$ cat src/vision_pkg.sv
package vision_pkg;

    // ==================================================================
    // Frame geometry
    // ==================================================================

    // Raw frame size in pixels
    localparam int img_w = 16;
    localparam int img_h = 12;

    // Valid 3x3 window positions per frame
    localparam int win_w = img_w - 2;
    localparam int win_h = img_h - 2;

    // Edge map depth and address width
    localparam int map_depth = win_w * win_h;
    localparam int map_aw    = 8;

    // Raster counter widths
    localparam int col_w = $clog2(img_w);
    localparam int row_w = $clog2(img_h);

    // Window column scanned by the stripe detector
    localparam int det_col = 7;

    // ==================================================================
    // Pixel and stream types
    // ==================================================================

    typedef logic [7:0]        pix_t;
    typedef logic signed [7:0] coef_t;

    // Nine coefficients, row major, element 0 is top left
    typedef coef_t [8:0] kernel_t;

    // Input beat, sof marks pixel (0,0)
    typedef struct packed {
        pix_t data;
        logic sof;
    } pix_beat_t;

    // Filtered beat, sof marks the first window of a frame
    typedef struct packed {
        pix_t mag;
        logic sof;
    } edge_beat_t;

endpackage

$ cat src/ctrl_pkg.sv
package ctrl_pkg;

    // ==================================================================
    // APB bus
    // ==================================================================

    typedef struct packed {
        logic        psel;
        logic        penable;
        logic        pwrite;
        logic [7:0]  paddr;
        logic [31:0] pwdata;
    } apb_req_t;

    typedef struct packed {
        logic [31:0] prdata;
        logic        pready;
        logic        pslverr;
    } apb_rsp_t;

    // Register offsets
    // KERN words carry three coefficients in bits 23:0
    typedef enum logic [7:0] {
        KERN0       = 8'h00,
        KERN1       = 8'h04,
        KERN2       = 8'h08,
        THRESH      = 8'h0C,
        MIN_STRIPES = 8'h10,
        CMD         = 8'h14,
        STATUS      = 8'h18
    } reg_addr_e;

    // Opcodes written to CMD bits 1:0
    typedef enum logic [1:0] {
        NOP     = 2'd0,
        CAPTURE = 2'd1,
        CLEAR   = 2'd2
    } cmd_e;

    // ==================================================================
    // Controller states and configuration
    // ==================================================================

    typedef enum logic [1:0] {CAP_IDLE, CAP_ARMED, CAP_FILL, CAP_FULL} cap_state_e;
    typedef enum logic [1:0] {DET_IDLE, DET_ADDR, DET_SCAN, DET_DONE} det_state_e;

    typedef struct packed {
        vision_pkg::kernel_t kernel;
        vision_pkg::pix_t    threshold;
        logic [7:0]          min_stripes;
    } det_cfg_t;

    // Register values after reset
    localparam det_cfg_t cfg_rst = '{kernel: '0, threshold: '0, min_stripes: 8'd3};

endpackage

$ cat src/apb_regs.sv
module apb_regs (
    input  logic                clk,
    input  logic                rst_n,
    input  ctrl_pkg::apb_req_t  apb_req,
    output ctrl_pkg::apb_rsp_t  apb_rsp,
    output ctrl_pkg::det_cfg_t  cfg,
    output logic                capture_cmd,
    output logic                clear_cmd,
    input  logic [7:0]          stripe_count,
    input  logic                crossing,
    input  logic                det_done
);
    import ctrl_pkg::*;

    logic        access;
    logic        wr;
    logic        addr_ok;
    logic        done_q;
    logic [31:0] rdata;
    reg_addr_e   addr;
    cmd_e        cmd;
    det_cfg_t    cfg_q;

    // Access phase only, no wait states
    assign access = apb_req.psel && apb_req.penable;
    assign wr     = access && apb_req.pwrite;
    assign addr   = reg_addr_e'(apb_req.paddr);
    assign cmd    = cmd_e'(apb_req.pwdata[1:0]);

    // ==================================================================
    // Read mux and decode
    // ==================================================================

    always_comb begin
        addr_ok = 1'b1;
        rdata   = '0;
        case (addr)
            KERN0:       rdata = {8'h00, cfg_q.kernel[2:0]};
            KERN1:       rdata = {8'h00, cfg_q.kernel[5:3]};
            KERN2:       rdata = {8'h00, cfg_q.kernel[8:6]};
            THRESH:      rdata = {24'h0, cfg_q.threshold};
            MIN_STRIPES: rdata = {24'h0, cfg_q.min_stripes};
            // Commands self clear and read as zero
            CMD:         rdata = '0;
            STATUS:      rdata = {16'h0, stripe_count, 6'h0, crossing, done_q};
            default:     addr_ok = 1'b0;
        endcase
        if (!access || apb_req.pwrite) begin
            rdata = '0;
        end
    end

    // STATUS is read only
    assign apb_rsp = '{
        prdata:  rdata,
        pready:  1'b1,
        pslverr: access && (!addr_ok || (apb_req.pwrite && addr == STATUS))
    };

    // ==================================================================
    // Register writes and command pulses
    // ==================================================================

    always_ff @(posedge clk or negedge rst_n) begin
        if (!rst_n) begin
            cfg_q       <= cfg_rst;
            capture_cmd <= 1'b0;
            clear_cmd   <= 1'b0;
            done_q      <= 1'b0;
        end else begin
            capture_cmd <= wr && (addr == CMD) && (cmd == CAPTURE);
            clear_cmd   <= wr && (addr == CMD) && (cmd == CLEAR);
            if (wr) begin
                case (addr)
                    KERN0:       cfg_q.kernel[2:0]  <= apb_req.pwdata[23:0];
                    KERN1:       cfg_q.kernel[5:3]  <= apb_req.pwdata[23:0];
                    KERN2:       cfg_q.kernel[8:6]  <= apb_req.pwdata[23:0];
                    THRESH:      cfg_q.threshold    <= apb_req.pwdata[7:0];
                    MIN_STRIPES: cfg_q.min_stripes  <= apb_req.pwdata[7:0];
                    default:     ;
                endcase
            end
            // Sticky done, a new result beats a pending clear
            if (det_done) begin
                done_q <= 1'b1;
            end else if (clear_cmd) begin
                done_q <= 1'b0;
            end
        end
    end

    assign cfg = cfg_q;

endmodule

$ cat src/conv_filter.sv
module conv_filter (
    input  logic                   clk,
    input  logic                   rst_n,
    input  vision_pkg::pix_beat_t  pix_in,
    input  logic                   pix_valid,
    output logic                   pix_ready,
    input  vision_pkg::kernel_t    kernel,
    output vision_pkg::edge_beat_t edge_out,
    output logic                   edge_valid,
    input  logic                   edge_ready
);
    import vision_pkg::*;

    // Raster position of the accepted pixel
    logic [col_w-1:0] col_q;
    logic [col_w-1:0] cur_col;
    logic [row_w-1:0] row_q;
    logic [row_w-1:0] cur_row;

    // Line buffers, mid holds row r-1 and top holds row r-2
    pix_t lb_mid [img_w];
    pix_t lb_top [img_w];

    // Two older window columns, index [row][col], col 0 oldest
    pix_t win_q [3][2];
    // Full 3x3 window including the incoming column
    pix_t taps [3][3];

    logic               accept;
    logic               win_ok;
    logic               first_win;
    logic signed [20:0] acc;
    logic [20:0]        mag_abs;
    pix_t               mag_sat;

    // Single output slot
    logic       out_valid_q;
    edge_beat_t out_q;

    // Stall only when the slot is full and cannot drain this cycle
    assign pix_ready = !out_valid_q || edge_ready;
    assign accept    = pix_valid && pix_ready;

    // sof forces the pixel to (0,0)
    assign cur_col = pix_in.sof ? '0 : col_q;
    assign cur_row = pix_in.sof ? '0 : row_q;

    assign win_ok    = (cur_row >= row_w'(2)) && (cur_col >= col_w'(2));
    assign first_win = (cur_row == row_w'(2)) && (cur_col == col_w'(2));

    // ==================================================================
    // Window and sum of products
    // ==================================================================

    always_comb begin
        for (int r = 0; r < 3; r++) begin
            taps[r][0] = win_q[r][0];
            taps[r][1] = win_q[r][1];
        end
        // Newest column comes straight from buffers and input
        taps[0][2] = lb_top[cur_col];
        taps[1][2] = lb_mid[cur_col];
        taps[2][2] = pix_in.data;
    end

    always_comb begin
        acc = '0;
        for (int r = 0; r < 3; r++) begin
            for (int c = 0; c < 3; c++) begin
                // Pixel zero extended into a signed product
                acc = acc + 21'($signed({1'b0, taps[r][c]}) * kernel[3*r+c]);
            end
        end
    end

    // Absolute value, clipped to the pixel range
    assign mag_abs = acc[20] ? 21'(-acc) : 21'(acc);
    assign mag_sat = (mag_abs > 21'd255) ? 8'hFF : mag_abs[7:0];

    // ==================================================================
    // Storage
    // ==================================================================

    always_ff @(posedge clk) begin
        if (accept) begin
            // Shift the column down through the line buffers
            lb_top[cur_col] <= lb_mid[cur_col];
            lb_mid[cur_col] <= pix_in.data;
            for (int r = 0; r < 3; r++) begin
                win_q[r][0] <= win_q[r][1];
                win_q[r][1] <= taps[r][2];
            end
        end
        if (accept && win_ok) begin
            out_q.mag <= mag_sat;
            out_q.sof <= first_win;
        end
    end

    // Raster counters and slot state
    always_ff @(posedge clk or negedge rst_n) begin
        if (!rst_n) begin
            col_q       <= '0;
            row_q       <= '0;
            out_valid_q <= 1'b0;
        end else begin
            if (accept) begin
                if (cur_col == col_w'(img_w - 1)) begin
                    col_q <= '0;
                    row_q <= (cur_row == row_w'(img_h - 1)) ? '0 : cur_row + 1'b1;
                end else begin
                    col_q <= cur_col + 1'b1;
                    row_q <= cur_row;
                end
            end
            // Refill wins over drain in the same cycle
            if (accept && win_ok) begin
                out_valid_q <= 1'b1;
            end else if (edge_ready) begin
                out_valid_q <= 1'b0;
            end
        end
    end

    assign edge_out   = out_q;
    assign edge_valid = out_valid_q;

endmodule

$ cat src/edge_map_ram.sv
module edge_map_ram (
    input  logic                          clk,
    input  logic                          rst_n,
    input  vision_pkg::edge_beat_t        edge_beat,
    input  logic                          beat_fire,
    input  vision_pkg::pix_t              threshold,
    input  logic                          capture_cmd,
    input  logic                          clear_cmd,
    output logic                          map_full,
    input  logic [vision_pkg::map_aw-1:0] map_addr,
    output logic                          map_bit
);
    import vision_pkg::*;
    import ctrl_pkg::*;

    cap_state_e        state_q;
    logic [map_aw-1:0] wr_ptr_q;
    logic              mem_q [map_depth];
    logic              wr_en;
    logic              last_wr;
    logic              edge_bit;

    // Binary edge decision
    assign edge_bit = edge_beat.mag >= threshold;

    // Capture starts on a frame boundary and then takes every beat
    assign wr_en = beat_fire &&
                   ((state_q == CAP_ARMED && edge_beat.sof) || state_q == CAP_FILL);
    assign last_wr = wr_en && (wr_ptr_q == map_aw'(map_depth - 1));

    // ==================================================================
    // Capture FSM
    // ==================================================================

    always_ff @(posedge clk or negedge rst_n) begin
        if (!rst_n) begin
            state_q  <= CAP_IDLE;
            wr_ptr_q <= '0;
        end else if (clear_cmd) begin
            state_q <= CAP_IDLE;
        end else begin
            if (wr_en) begin
                wr_ptr_q <= wr_ptr_q + 1'b1;
            end
            case (state_q)
                CAP_IDLE: begin
                    if (capture_cmd) begin
                        state_q  <= CAP_ARMED;
                        wr_ptr_q <= '0;
                    end
                end
                // sof beat lands at address 0
                CAP_ARMED: if (wr_en) state_q <= CAP_FILL;
                CAP_FILL:  if (last_wr) state_q <= CAP_FULL;
                // Held until CLEAR
                default:   state_q <= CAP_FULL;
            endcase
        end
    end

    assign map_full = (state_q == CAP_FULL);

    // Bit memory, one write and one registered read
    always_ff @(posedge clk) begin
        if (wr_en) begin
            mem_q[wr_ptr_q] <= edge_bit;
        end
        map_bit <= mem_q[map_addr];
    end

endmodule

$ cat src/pattern_recognition.sv
module pattern_recognition (
    input  logic                   clk,
    input  logic                   rst_n,
    input  vision_pkg::pix_beat_t  pix_in,
    input  logic                   pix_valid,
    output logic                   pix_ready,
    output vision_pkg::edge_beat_t edge_out,
    output logic                   edge_valid,
    input  logic                   edge_ready,
    input  ctrl_pkg::apb_req_t     apb_req,
    output ctrl_pkg::apb_rsp_t     apb_rsp,
    output logic                   det_done
);
    import vision_pkg::*;
    import ctrl_pkg::*;

    det_cfg_t          cfg;
    logic              capture_cmd;
    logic              clear_cmd;
    logic              beat_fire;
    logic              map_full;
    logic              map_bit;
    logic              crossing;
    logic [map_aw-1:0] map_addr;
    logic [7:0]        stripe_count;

    // Capture follows the beats that actually leave the chip
    assign beat_fire = edge_valid && edge_ready;

    // ==================================================================
    // Datapath
    // ==================================================================

    conv_filter u_conv_filter (
        .clk        (clk),
        .rst_n      (rst_n),
        .pix_in     (pix_in),
        .pix_valid  (pix_valid),
        .pix_ready  (pix_ready),
        .kernel     (cfg.kernel),
        .edge_out   (edge_out),
        .edge_valid (edge_valid),
        .edge_ready (edge_ready)
    );

    edge_map_ram u_edge_map_ram (
        .clk         (clk),
        .rst_n       (rst_n),
        .edge_beat   (edge_out),
        .beat_fire   (beat_fire),
        .threshold   (cfg.threshold),
        .capture_cmd (capture_cmd),
        .clear_cmd   (clear_cmd),
        .map_full    (map_full),
        .map_addr    (map_addr),
        .map_bit     (map_bit)
    );

    stripe_detector u_stripe_detector (
        .clk          (clk),
        .rst_n        (rst_n),
        .map_full     (map_full),
        .map_addr     (map_addr),
        .map_bit      (map_bit),
        .min_stripes  (cfg.min_stripes),
        .stripe_count (stripe_count),
        .crossing     (crossing),
        .det_done     (det_done)
    );

    // ==================================================================
    // Control
    // ==================================================================

    apb_regs u_apb_regs (
        .clk          (clk),
        .rst_n        (rst_n),
        .apb_req      (apb_req),
        .apb_rsp      (apb_rsp),
        .cfg          (cfg),
        .capture_cmd  (capture_cmd),
        .clear_cmd    (clear_cmd),
        .stripe_count (stripe_count),
        .crossing     (crossing),
        .det_done     (det_done)
    );

endmodule

$ cat src/stripe_detector.sv
module stripe_detector (
    input  logic                          clk,
    input  logic                          rst_n,
    input  logic                          map_full,
    output logic [vision_pkg::map_aw-1:0] map_addr,
    input  logic                          map_bit,
    input  logic [7:0]                    min_stripes,
    output logic [7:0]                    stripe_count,
    output logic                          crossing,
    output logic                          det_done
);
    import vision_pkg::*;
    import ctrl_pkg::*;

    det_state_e       state_q;
    // Row being addressed, one ahead of the returning bit
    logic [row_w-1:0] row_q;
    logic             full_q;
    logic             prev_q;
    logic [7:0]       cnt_q;
    logic [7:0]       cnt_next;
    logic             start;

    // Scan on the rising edge of map_full
    assign start = map_full && !full_q && (state_q == DET_IDLE);

    // Column det_col of the window, row major map
    assign map_addr = map_aw'(row_q * win_w + det_col);

    // A new run starts on every 0 to 1 step
    assign cnt_next = cnt_q + 8'(map_bit && !prev_q);

    // ==================================================================
    // Scan FSM
    // ==================================================================

    always_ff @(posedge clk or negedge rst_n) begin
        if (!rst_n) begin
            state_q      <= DET_IDLE;
            row_q        <= '0;
            full_q       <= 1'b0;
            prev_q       <= 1'b0;
            cnt_q        <= '0;
            stripe_count <= '0;
            crossing     <= 1'b0;
        end else begin
            full_q <= map_full;
            case (state_q)
                DET_IDLE: begin
                    if (start) begin
                        state_q <= DET_ADDR;
                        row_q   <= '0;
                        cnt_q   <= '0;
                        // Bit above row 0 counts as zero
                        prev_q  <= 1'b0;
                    end
                end
                // First read in flight
                DET_ADDR: begin
                    row_q   <= row_q + 1'b1;
                    state_q <= DET_SCAN;
                end
                DET_SCAN: begin
                    row_q  <= row_q + 1'b1;
                    cnt_q  <= cnt_next;
                    prev_q <= map_bit;
                    // Bit of the last row is on map_bit now
                    if (row_q == row_w'(win_h)) begin
                        state_q      <= DET_DONE;
                        stripe_count <= cnt_next;
                        crossing     <= (cnt_next >= min_stripes);
                    end
                end
                default: state_q <= DET_IDLE;
            endcase
        end
    end

    // One cycle result strobe
    assign det_done = (state_q == DET_DONE);

endmodule

$ cat config.mk
export PLATFORM = sky130hd
export DESIGN_NAME = pattern_recognition
export DESIGN_NICKNAME = d
export VERILOG_FILES = /design/src/vision_pkg.sv /design/src/ctrl_pkg.sv /design/src/apb_regs.sv /design/src/conv_filter.sv /design/src/edge_map_ram.sv /design/src/pattern_recognition.sv /design/src/stripe_detector.sv
export SDC_FILE = /design/constraint.sdc
export NUM_CORES = 2
export LEC_CHECK = 0
export ABC_AREA = 1
export BUFFER_PORTS_ARGS = -buffer_cell sky130_fd_sc_hd__buf_2
export CAP_MARGIN = 20
export CORE_ASPECT_RATIO = 0.75
export CORE_UTILIZATION = 50
export DETAILED_ROUTE_END_ITERATION = 16
export PLACE_DENSITY = 0.66
export SKIP_CTS_REPAIR_TIMING = 1
export SYNTH_ARGS = -nofsm -noshare
export SYNTH_HDL_FRONTEND = slang
export SYNTH_SLANG_ARGS = --single-unit
$ cat constraint.sdc
create_clock -name clk -period 10.9 [get_ports clk]
set_input_delay 1.635 -clock clk [delete_from_list [all_inputs] [get_ports clk]]
set_output_delay 1.635 -clock clk [all_outputs]
set_load 0.01 [all_outputs]
# --- Word-level counts from Yosys, hierarchy flattened ---
# Memories as Yosys holds them, arrays and structs flattened. A register that Yosys moved wholly into a read port is not among the register bits.
# Cells that the tools add are included.
totals:
  regBits: 144
  ramBits: 444
  in_bits: 56
  n_memories: 4
mem_list:
  columns: ["memory", "depth", "word_bits", "rd", "rd_clocked_by_memory_dff", "wr", "line_no", "rtl"]
  rows:
  - ["u_edge_map_ram.mem_q", 140, 1, 1, 1, 1, "edge_map_ram.sv:18", "logic mem_q [map_depth];"]
  - ["u_conv_filter.lb_mid", 16, 8, 1, 0, 1, "conv_filter.sv:21", "pix_t lb_mid [img_w];"]
  - ["u_conv_filter.lb_top", 16, 8, 1, 0, 1, "conv_filter.sv:22", "pix_t lb_top [img_w];"]
  - ["u_conv_filter.win_q", 3, 16, 3, 0, 3, "conv_filter.sv:25", "pix_t win_q [3][2];"]
classes:
  addsub: 15
  mul: 10
  n_lt_le_gt_ge: 5
  n_eq_ne: 25
  mux: 34
  n_reduce_logical: 46
ops:
  columns: ["operator", "count"]
  rows:
  - ["21-bit adder", 8]
  - ["9-bit by 8-bit multiplier with 17-bit output", 9]
  - ["24-bit one-hot mux with 6 select lines", 1]
  - ["8-bit two-way mux", 4]
  - ["8-bit by 5-bit == test with 1-bit output, second input constant", 3]
  - ["24-bit two-way mux", 1]
  - ["4-bit two-way mux", 6]
  - ["21-bit by 8-bit greater-than comparator with 1-bit output, second input constant", 1]
  - ["21-bit two-way mux", 1]
  - ["21-bit negator", 1]
  - ["1-bit logical AND", 18]
  - ["2-bit AND reduction", 9]
  - ["8-bit by 4-bit == test with 1-bit output, second input constant", 2]
  - ["8-bit >= comparator", 2]
  - ["8-bit one-hot mux with 2 select lines", 1]
  - ["4-bit by 1-bit adder with 4-bit output, second input constant", 3]
  - ["4-bit == test, second input constant", 3]
  - ["2-bit two-way mux", 6]
  - ["2-bit one-hot mux with 3 select lines", 2]
  - ["2-bit == test, second input constant", 5]
  - ["1-bit two-way mux", 10]
  - ["3-bit by 1-bit inequality test with 1-bit output, second input constant", 3]
  - ["8-bit by 1-bit adder with 8-bit output", 1]
  - ["8-bit by 1-bit adder with 8-bit output, second input constant", 1]
  - ["18 further kinds", 34]

# --- Depth between registers and ports, before layout ---
# An unclocked memory read counts as a cell.
logic_depth:
  ltp_word: 13
  mapped_depth: 58
  depth_no_buf: 55

# --- By module ---
# Synthesis repeated with hierarchy kept, for this count alone.
hier_totals:
  hier_cells: 5354
  hier_area_um2: 49173.4
by_module_without_submodules:
  columns: ["mod", "instances", "cells_per_inst", "area_each_um2"]
  rows:
  - ["conv_filter", 1, 3803, 35636.7]
  - ["edge_map_ram", 1, 745, 7154.4]
  - ["apb_regs", 1, 578, 4566.9]
  - ["stripe_detector", 1, 226, 1808.0]
  - ["pattern_recognition", 1, 2, 7.5]

# --- Worst setup path before layout ---
# OpenSTA, ideal clock, no wires.
synth_timing:
  path_kind: "input-to-reg"
  startpoint: "input pix_in[0] (netlist name)"
  endpoint: "register u_conv_filter.out_q (netlist bit u_conv_filter.edge_out[1]), data pin"
  setup_ns: 0.265
  arrival_ns: 10.524
  required_ns: 10.635
  slack_ns: 0.111
  cell_stages: 53
  n_path_buf: 2
  cell_sequence: "inv_1 nand2_1 buf_2 clkbuf_1 a21oi_1 a32oi_1 o221ai_1 nor2_1 inv_1 nor2_1 fa_1 fa_1 fa_1 inv_1 fa_1 inv_1 ha_1 inv_1 (+17 left out) nand2_1 inv_1 nand2_1 inv_1 a21oi_1 nand2_1 nand2_1 nand2_1 nor2_1 nand2_1 nand2_1 nand2_1 nand2_1 nand2_1 nor2_2 nand2_1 nor2_4 nand3_1"
synth_lines:
  columns: ["item", "line_no", "rtl"]
  rows:
  - ["start, declared", "pattern_recognition.sv:4", "input vision_pkg::pix_beat_t pix_in,"]
  - ["end, declared", "conv_filter.sv:38", "edge_beat_t out_q;"]

==> key figures <==
Drt
  • Antenna-violating nets left: 0
  • WL/cell: 19.40 um
  • Vias/cell: 5.306
  • Drt total wl: 131,900 um
  • Iter 0 DRT Violations: 3,486
  • TritonRoute pass-1 iters: 7
  • DRC errors left: 0
  • DR vias: 36.07k

Timing
  • # setup viols final: 0
  • Final Cycle Share: 0.9771
  • Final Hold Fails: 0
  • Tmin final: 10,650 ps
  • Final Max Tran Viols: 0
  • Hold slack: 487.4 ps
  • Slew @ Worst Pin: 1078 ps
  • Total Neg Setup Slack: 0 ps
  • Final WS setup: 249.3 ps
  • Final clock skew: 91.60 ps
  • Fmax: 0.09389 GHz
  • Slew HR: 0.2761
  • RSZ-0062 raised after global routing: yes

Yosys
  • FF+latch count, synth: 519
  • Register area share after synthesis: 0.3189
  • Synth area leader: edfxtp_1
  • Synth Warn #: 0
  • Post-synth top cells: inv_1, nand2_1, fa_1
  • Post-synth ARST share: 0.2601
  • Synth top area cells: edfxtp_1, fa_1, ha_1, inv_1, nand2_1
  • Post-synth cell types: 59
  • Cell Area, Synth: 46,720 um^2
  • Gate count of the mapped netlist: 5,288
  • Number of synthesized flops with an enable pin: 383
  • Synth Flop Type: edfxtp_1
  • Post-synth top area share: 0.2462
  • Mean Syn Cell Area: 8.836 um^2
  • Most common cell in the netlist: inv_1

Die
  • Starting Density: 0.5078
  • Die ar.: 94,690 um^2
  • Die H: 266.7 um
  • Core ar.: 92,010 um^2
  • Die width: 355.0 um
  • Rows: 96
  • I/O Pins: 102

Cells and area
  • Fraction of layout cells with a size suffix above 1: 0.1346
  • Core Util, Final: 0.5807
  • Post-route insts no fill: 6,799
  • NumNets Final: 6,490
  • ANT cells: 0
  • Area growth from synthesis to final layout: 14.36%
  • Fin area: 53,430 um^2

Power and ir drop
  • Leak pwr: 26.93 nW
  • Maximum VDD drop: 0.0001516 V
  • Pwr dens: 122.0 nW/um^2
  • Final Power: 6.519 mW

Clocking
  • Clk Latency, worst-skew pair: 680 ps
  • H-Tree Depth: 2
  • Total CTS buffers: 55
  • TritonCTS clock tree: yes
  • CTS Sinks: 519
  • Clk root buf: clkbuf_16
  • Clock-pin slew on the worst setup and hold paths: 60 ps
  • Worst-case clock buffer depth: 3

Setup path
  • Arrival time at the worst endpoint: 11,030 ps
  • Worst EP required: 11,280 ps
  • CP most frequent cell: inv_1
  • CP Max Fanout: 8
  • Slowest cell on crit path: fa_2
  • Largest stage delay, worst path: 680 ps
  • Critical path class: input pin to flop
  • Critical Path Start Type: input pin
  • Worst Setup End Kind: flop

Global route
  • Vias in the first global route: 34.49k
  • Met1 global-route usage: 0.4111
  • First-pass GRT wire length: 198,800 um
  • Total grt overflow: 0
  • Pin count of the biggest net entering global routing: 79
  • Grt met2 use: 0.3951
  • Initial antenna violation count: 8
  • GRT Util Overall: 0.2763
  • Routing usage on met3: 0.07672
  • GRT busiest layer: met1

Placed design
  • Cell total after placement: 6,644
  • HPWL after DPL: 101,400 um
  • IO buf count: 84
  • Dpl ws: -779.1 ps
  • Placed instance area: 49,760 um^2
  • Routability-driven placement congestion ratio: 0.9882

Job
  • Max_cap viols: 0

Outcome
  • Outcome: completed

Worst hold path
  • Hold crit path type: flop to flop
-- power by group --
group / switching (mW) / internal, mW
sequential: 0.114 / 2.23
combinational: 1.36 / 0.778
clock: 0.866 / 1.17
total: 2.34 / 4.18
-- cell families after synthesis --
logic type / after synthesis / share of synthesized area
AND/OR/NAND/NOR: 1774 / 0.1548
buffers and inverters: 1431 / 0.1165
adder cells (fa/ha/maj): 907 / 0.3166
AO/OA/AOI/OAI: 529 / 0.06933
flip-flops: 519 / 0.3189
XOR/XNOR: 125 / 0.02343
other: 2 / 0.0001607
multiplexers: 1 / 0.0002142
-- worst paths after layout --
path | startpoint | endpoint | slack [ps] | cells past startpoint
setup / recovery | pix_in[0] | u_conv_filter.edge_out[7]$_SDFFCE_PN1P_ | 250 | 52
hold / removal | u_apb_regs.cfg[10]$_DFFE_PN0P_ | u_apb_regs.cfg[10]$_DFFE_PN0P_ | 490 | 2
setup reg to reg | u_conv_filter.col_q[0]$_DFFE_PN0P_ | u_conv_filter.edge_out[7]$_SDFFCE_PN1P_ | 720 | 49
hold reg to reg | u_apb_regs.cfg[10]$_DFFE_PN0P_ | u_apb_regs.cfg[10]$_DFFE_PN0P_ | 490 | 2
max in group asynchronous | rst_n | u_edge_map_ram.wr_ptr_q[1]$_DFFE_PN0N_ | 8500 | 2
min in group asynchronous | rst_n | u_conv_filter.col_q[2]$_DFFE_PN0P_ | 1010 | 1
-- layout by cell type (no fill, tap or decap), types with 13 or more instances in the layout --
| cell | count |
|---|---|
| ha_1 | 434 |
| buf_12 | 14 |
| nor2_2 | 45 |
| o22ai_1 | 16 |
| a31oi_1 | 18 |
| buf_4 | 235 |
| nand2_1 | 1088 |
| a21oi_2 | 15 |
| xor2_1 | 84 |
| edfxtp_1 | 383 |
| buf_6 | 20 |
| nand2_2 | 39 |
| clkbuf_16 | 66 |
| dfrtp_1 | 132 |
| buf_2 | 82 |
| inv_2 | 27 |
| nor3_1 | 17 |
| inv_1 | 1200 |
| nand3_1 | 116 |
| a221oi_1 | 16 |
| o21ai_0 | 146 |
| xnor2_1 | 35 |
| fa_1 | 442 |
| clkinv_2 | 13 |
| nor2_4 | 13 |
| a32o_1 | 28 |
| nand4_1 | 36 |
| a21oi_1 | 165 |
| or2_2 | 38 |
| fa_2 | 17 |
| nor2_1 | 341 |
| a22oi_1 | 18 |
-- state kept, by name, indices dropped and copies added, names as in the netlist, 8 cells and up --
signal / cells
u_edge_map_ram.mem_q: 70
u_conv_filter.lb_top: 128
u_conv_filter.lb_mid: 128
u_apb_regs.cfg: 88
u_stripe_detector.cnt_q: 8
u_conv_filter.win_q: 48
u_conv_filter.edge_out: 9
u_stripe_detector.stripe_count: 8
u_edge_map_ram.wr_ptr_q: 8
-- worst max-delay path: cells and delay by family --
kind | cells | cell delay (ps)
buf+inv | 17 | 1740
xor+xnor | 1 | 120
compound gates | 8 | 970
fa+ha+maj | 10 | 4680
simple gates | 16 | 1830
-- layout make-up --
| type | count | area, um^2 |
|---|---|---|
| Clock buffer | 65 | 1465 |
| Sequential cell | 519 | 14900 |
| Inverter | 1239 | 4667 |
| Fill cell | 8078 | 38580 |
| Timing Repair Buffer | 365 | 3015 |
| Multi-Input combinational cell | 3347 | 27350 |
| Tap cell | 1225 | 1533 |
| Clock inverter | 39 | 503.0 |
-- routing by layer --
layer  wire length [um]  up-vias  share of wire
li1                   -    16900              -
met1              58850    17540           0.45
met2              55160     1439           0.42
met3              14490      191           0.11
met4               3206        6          0.024
met5                172        -         0.0013
Note: power is estimated with default switching activity, not from simulation.
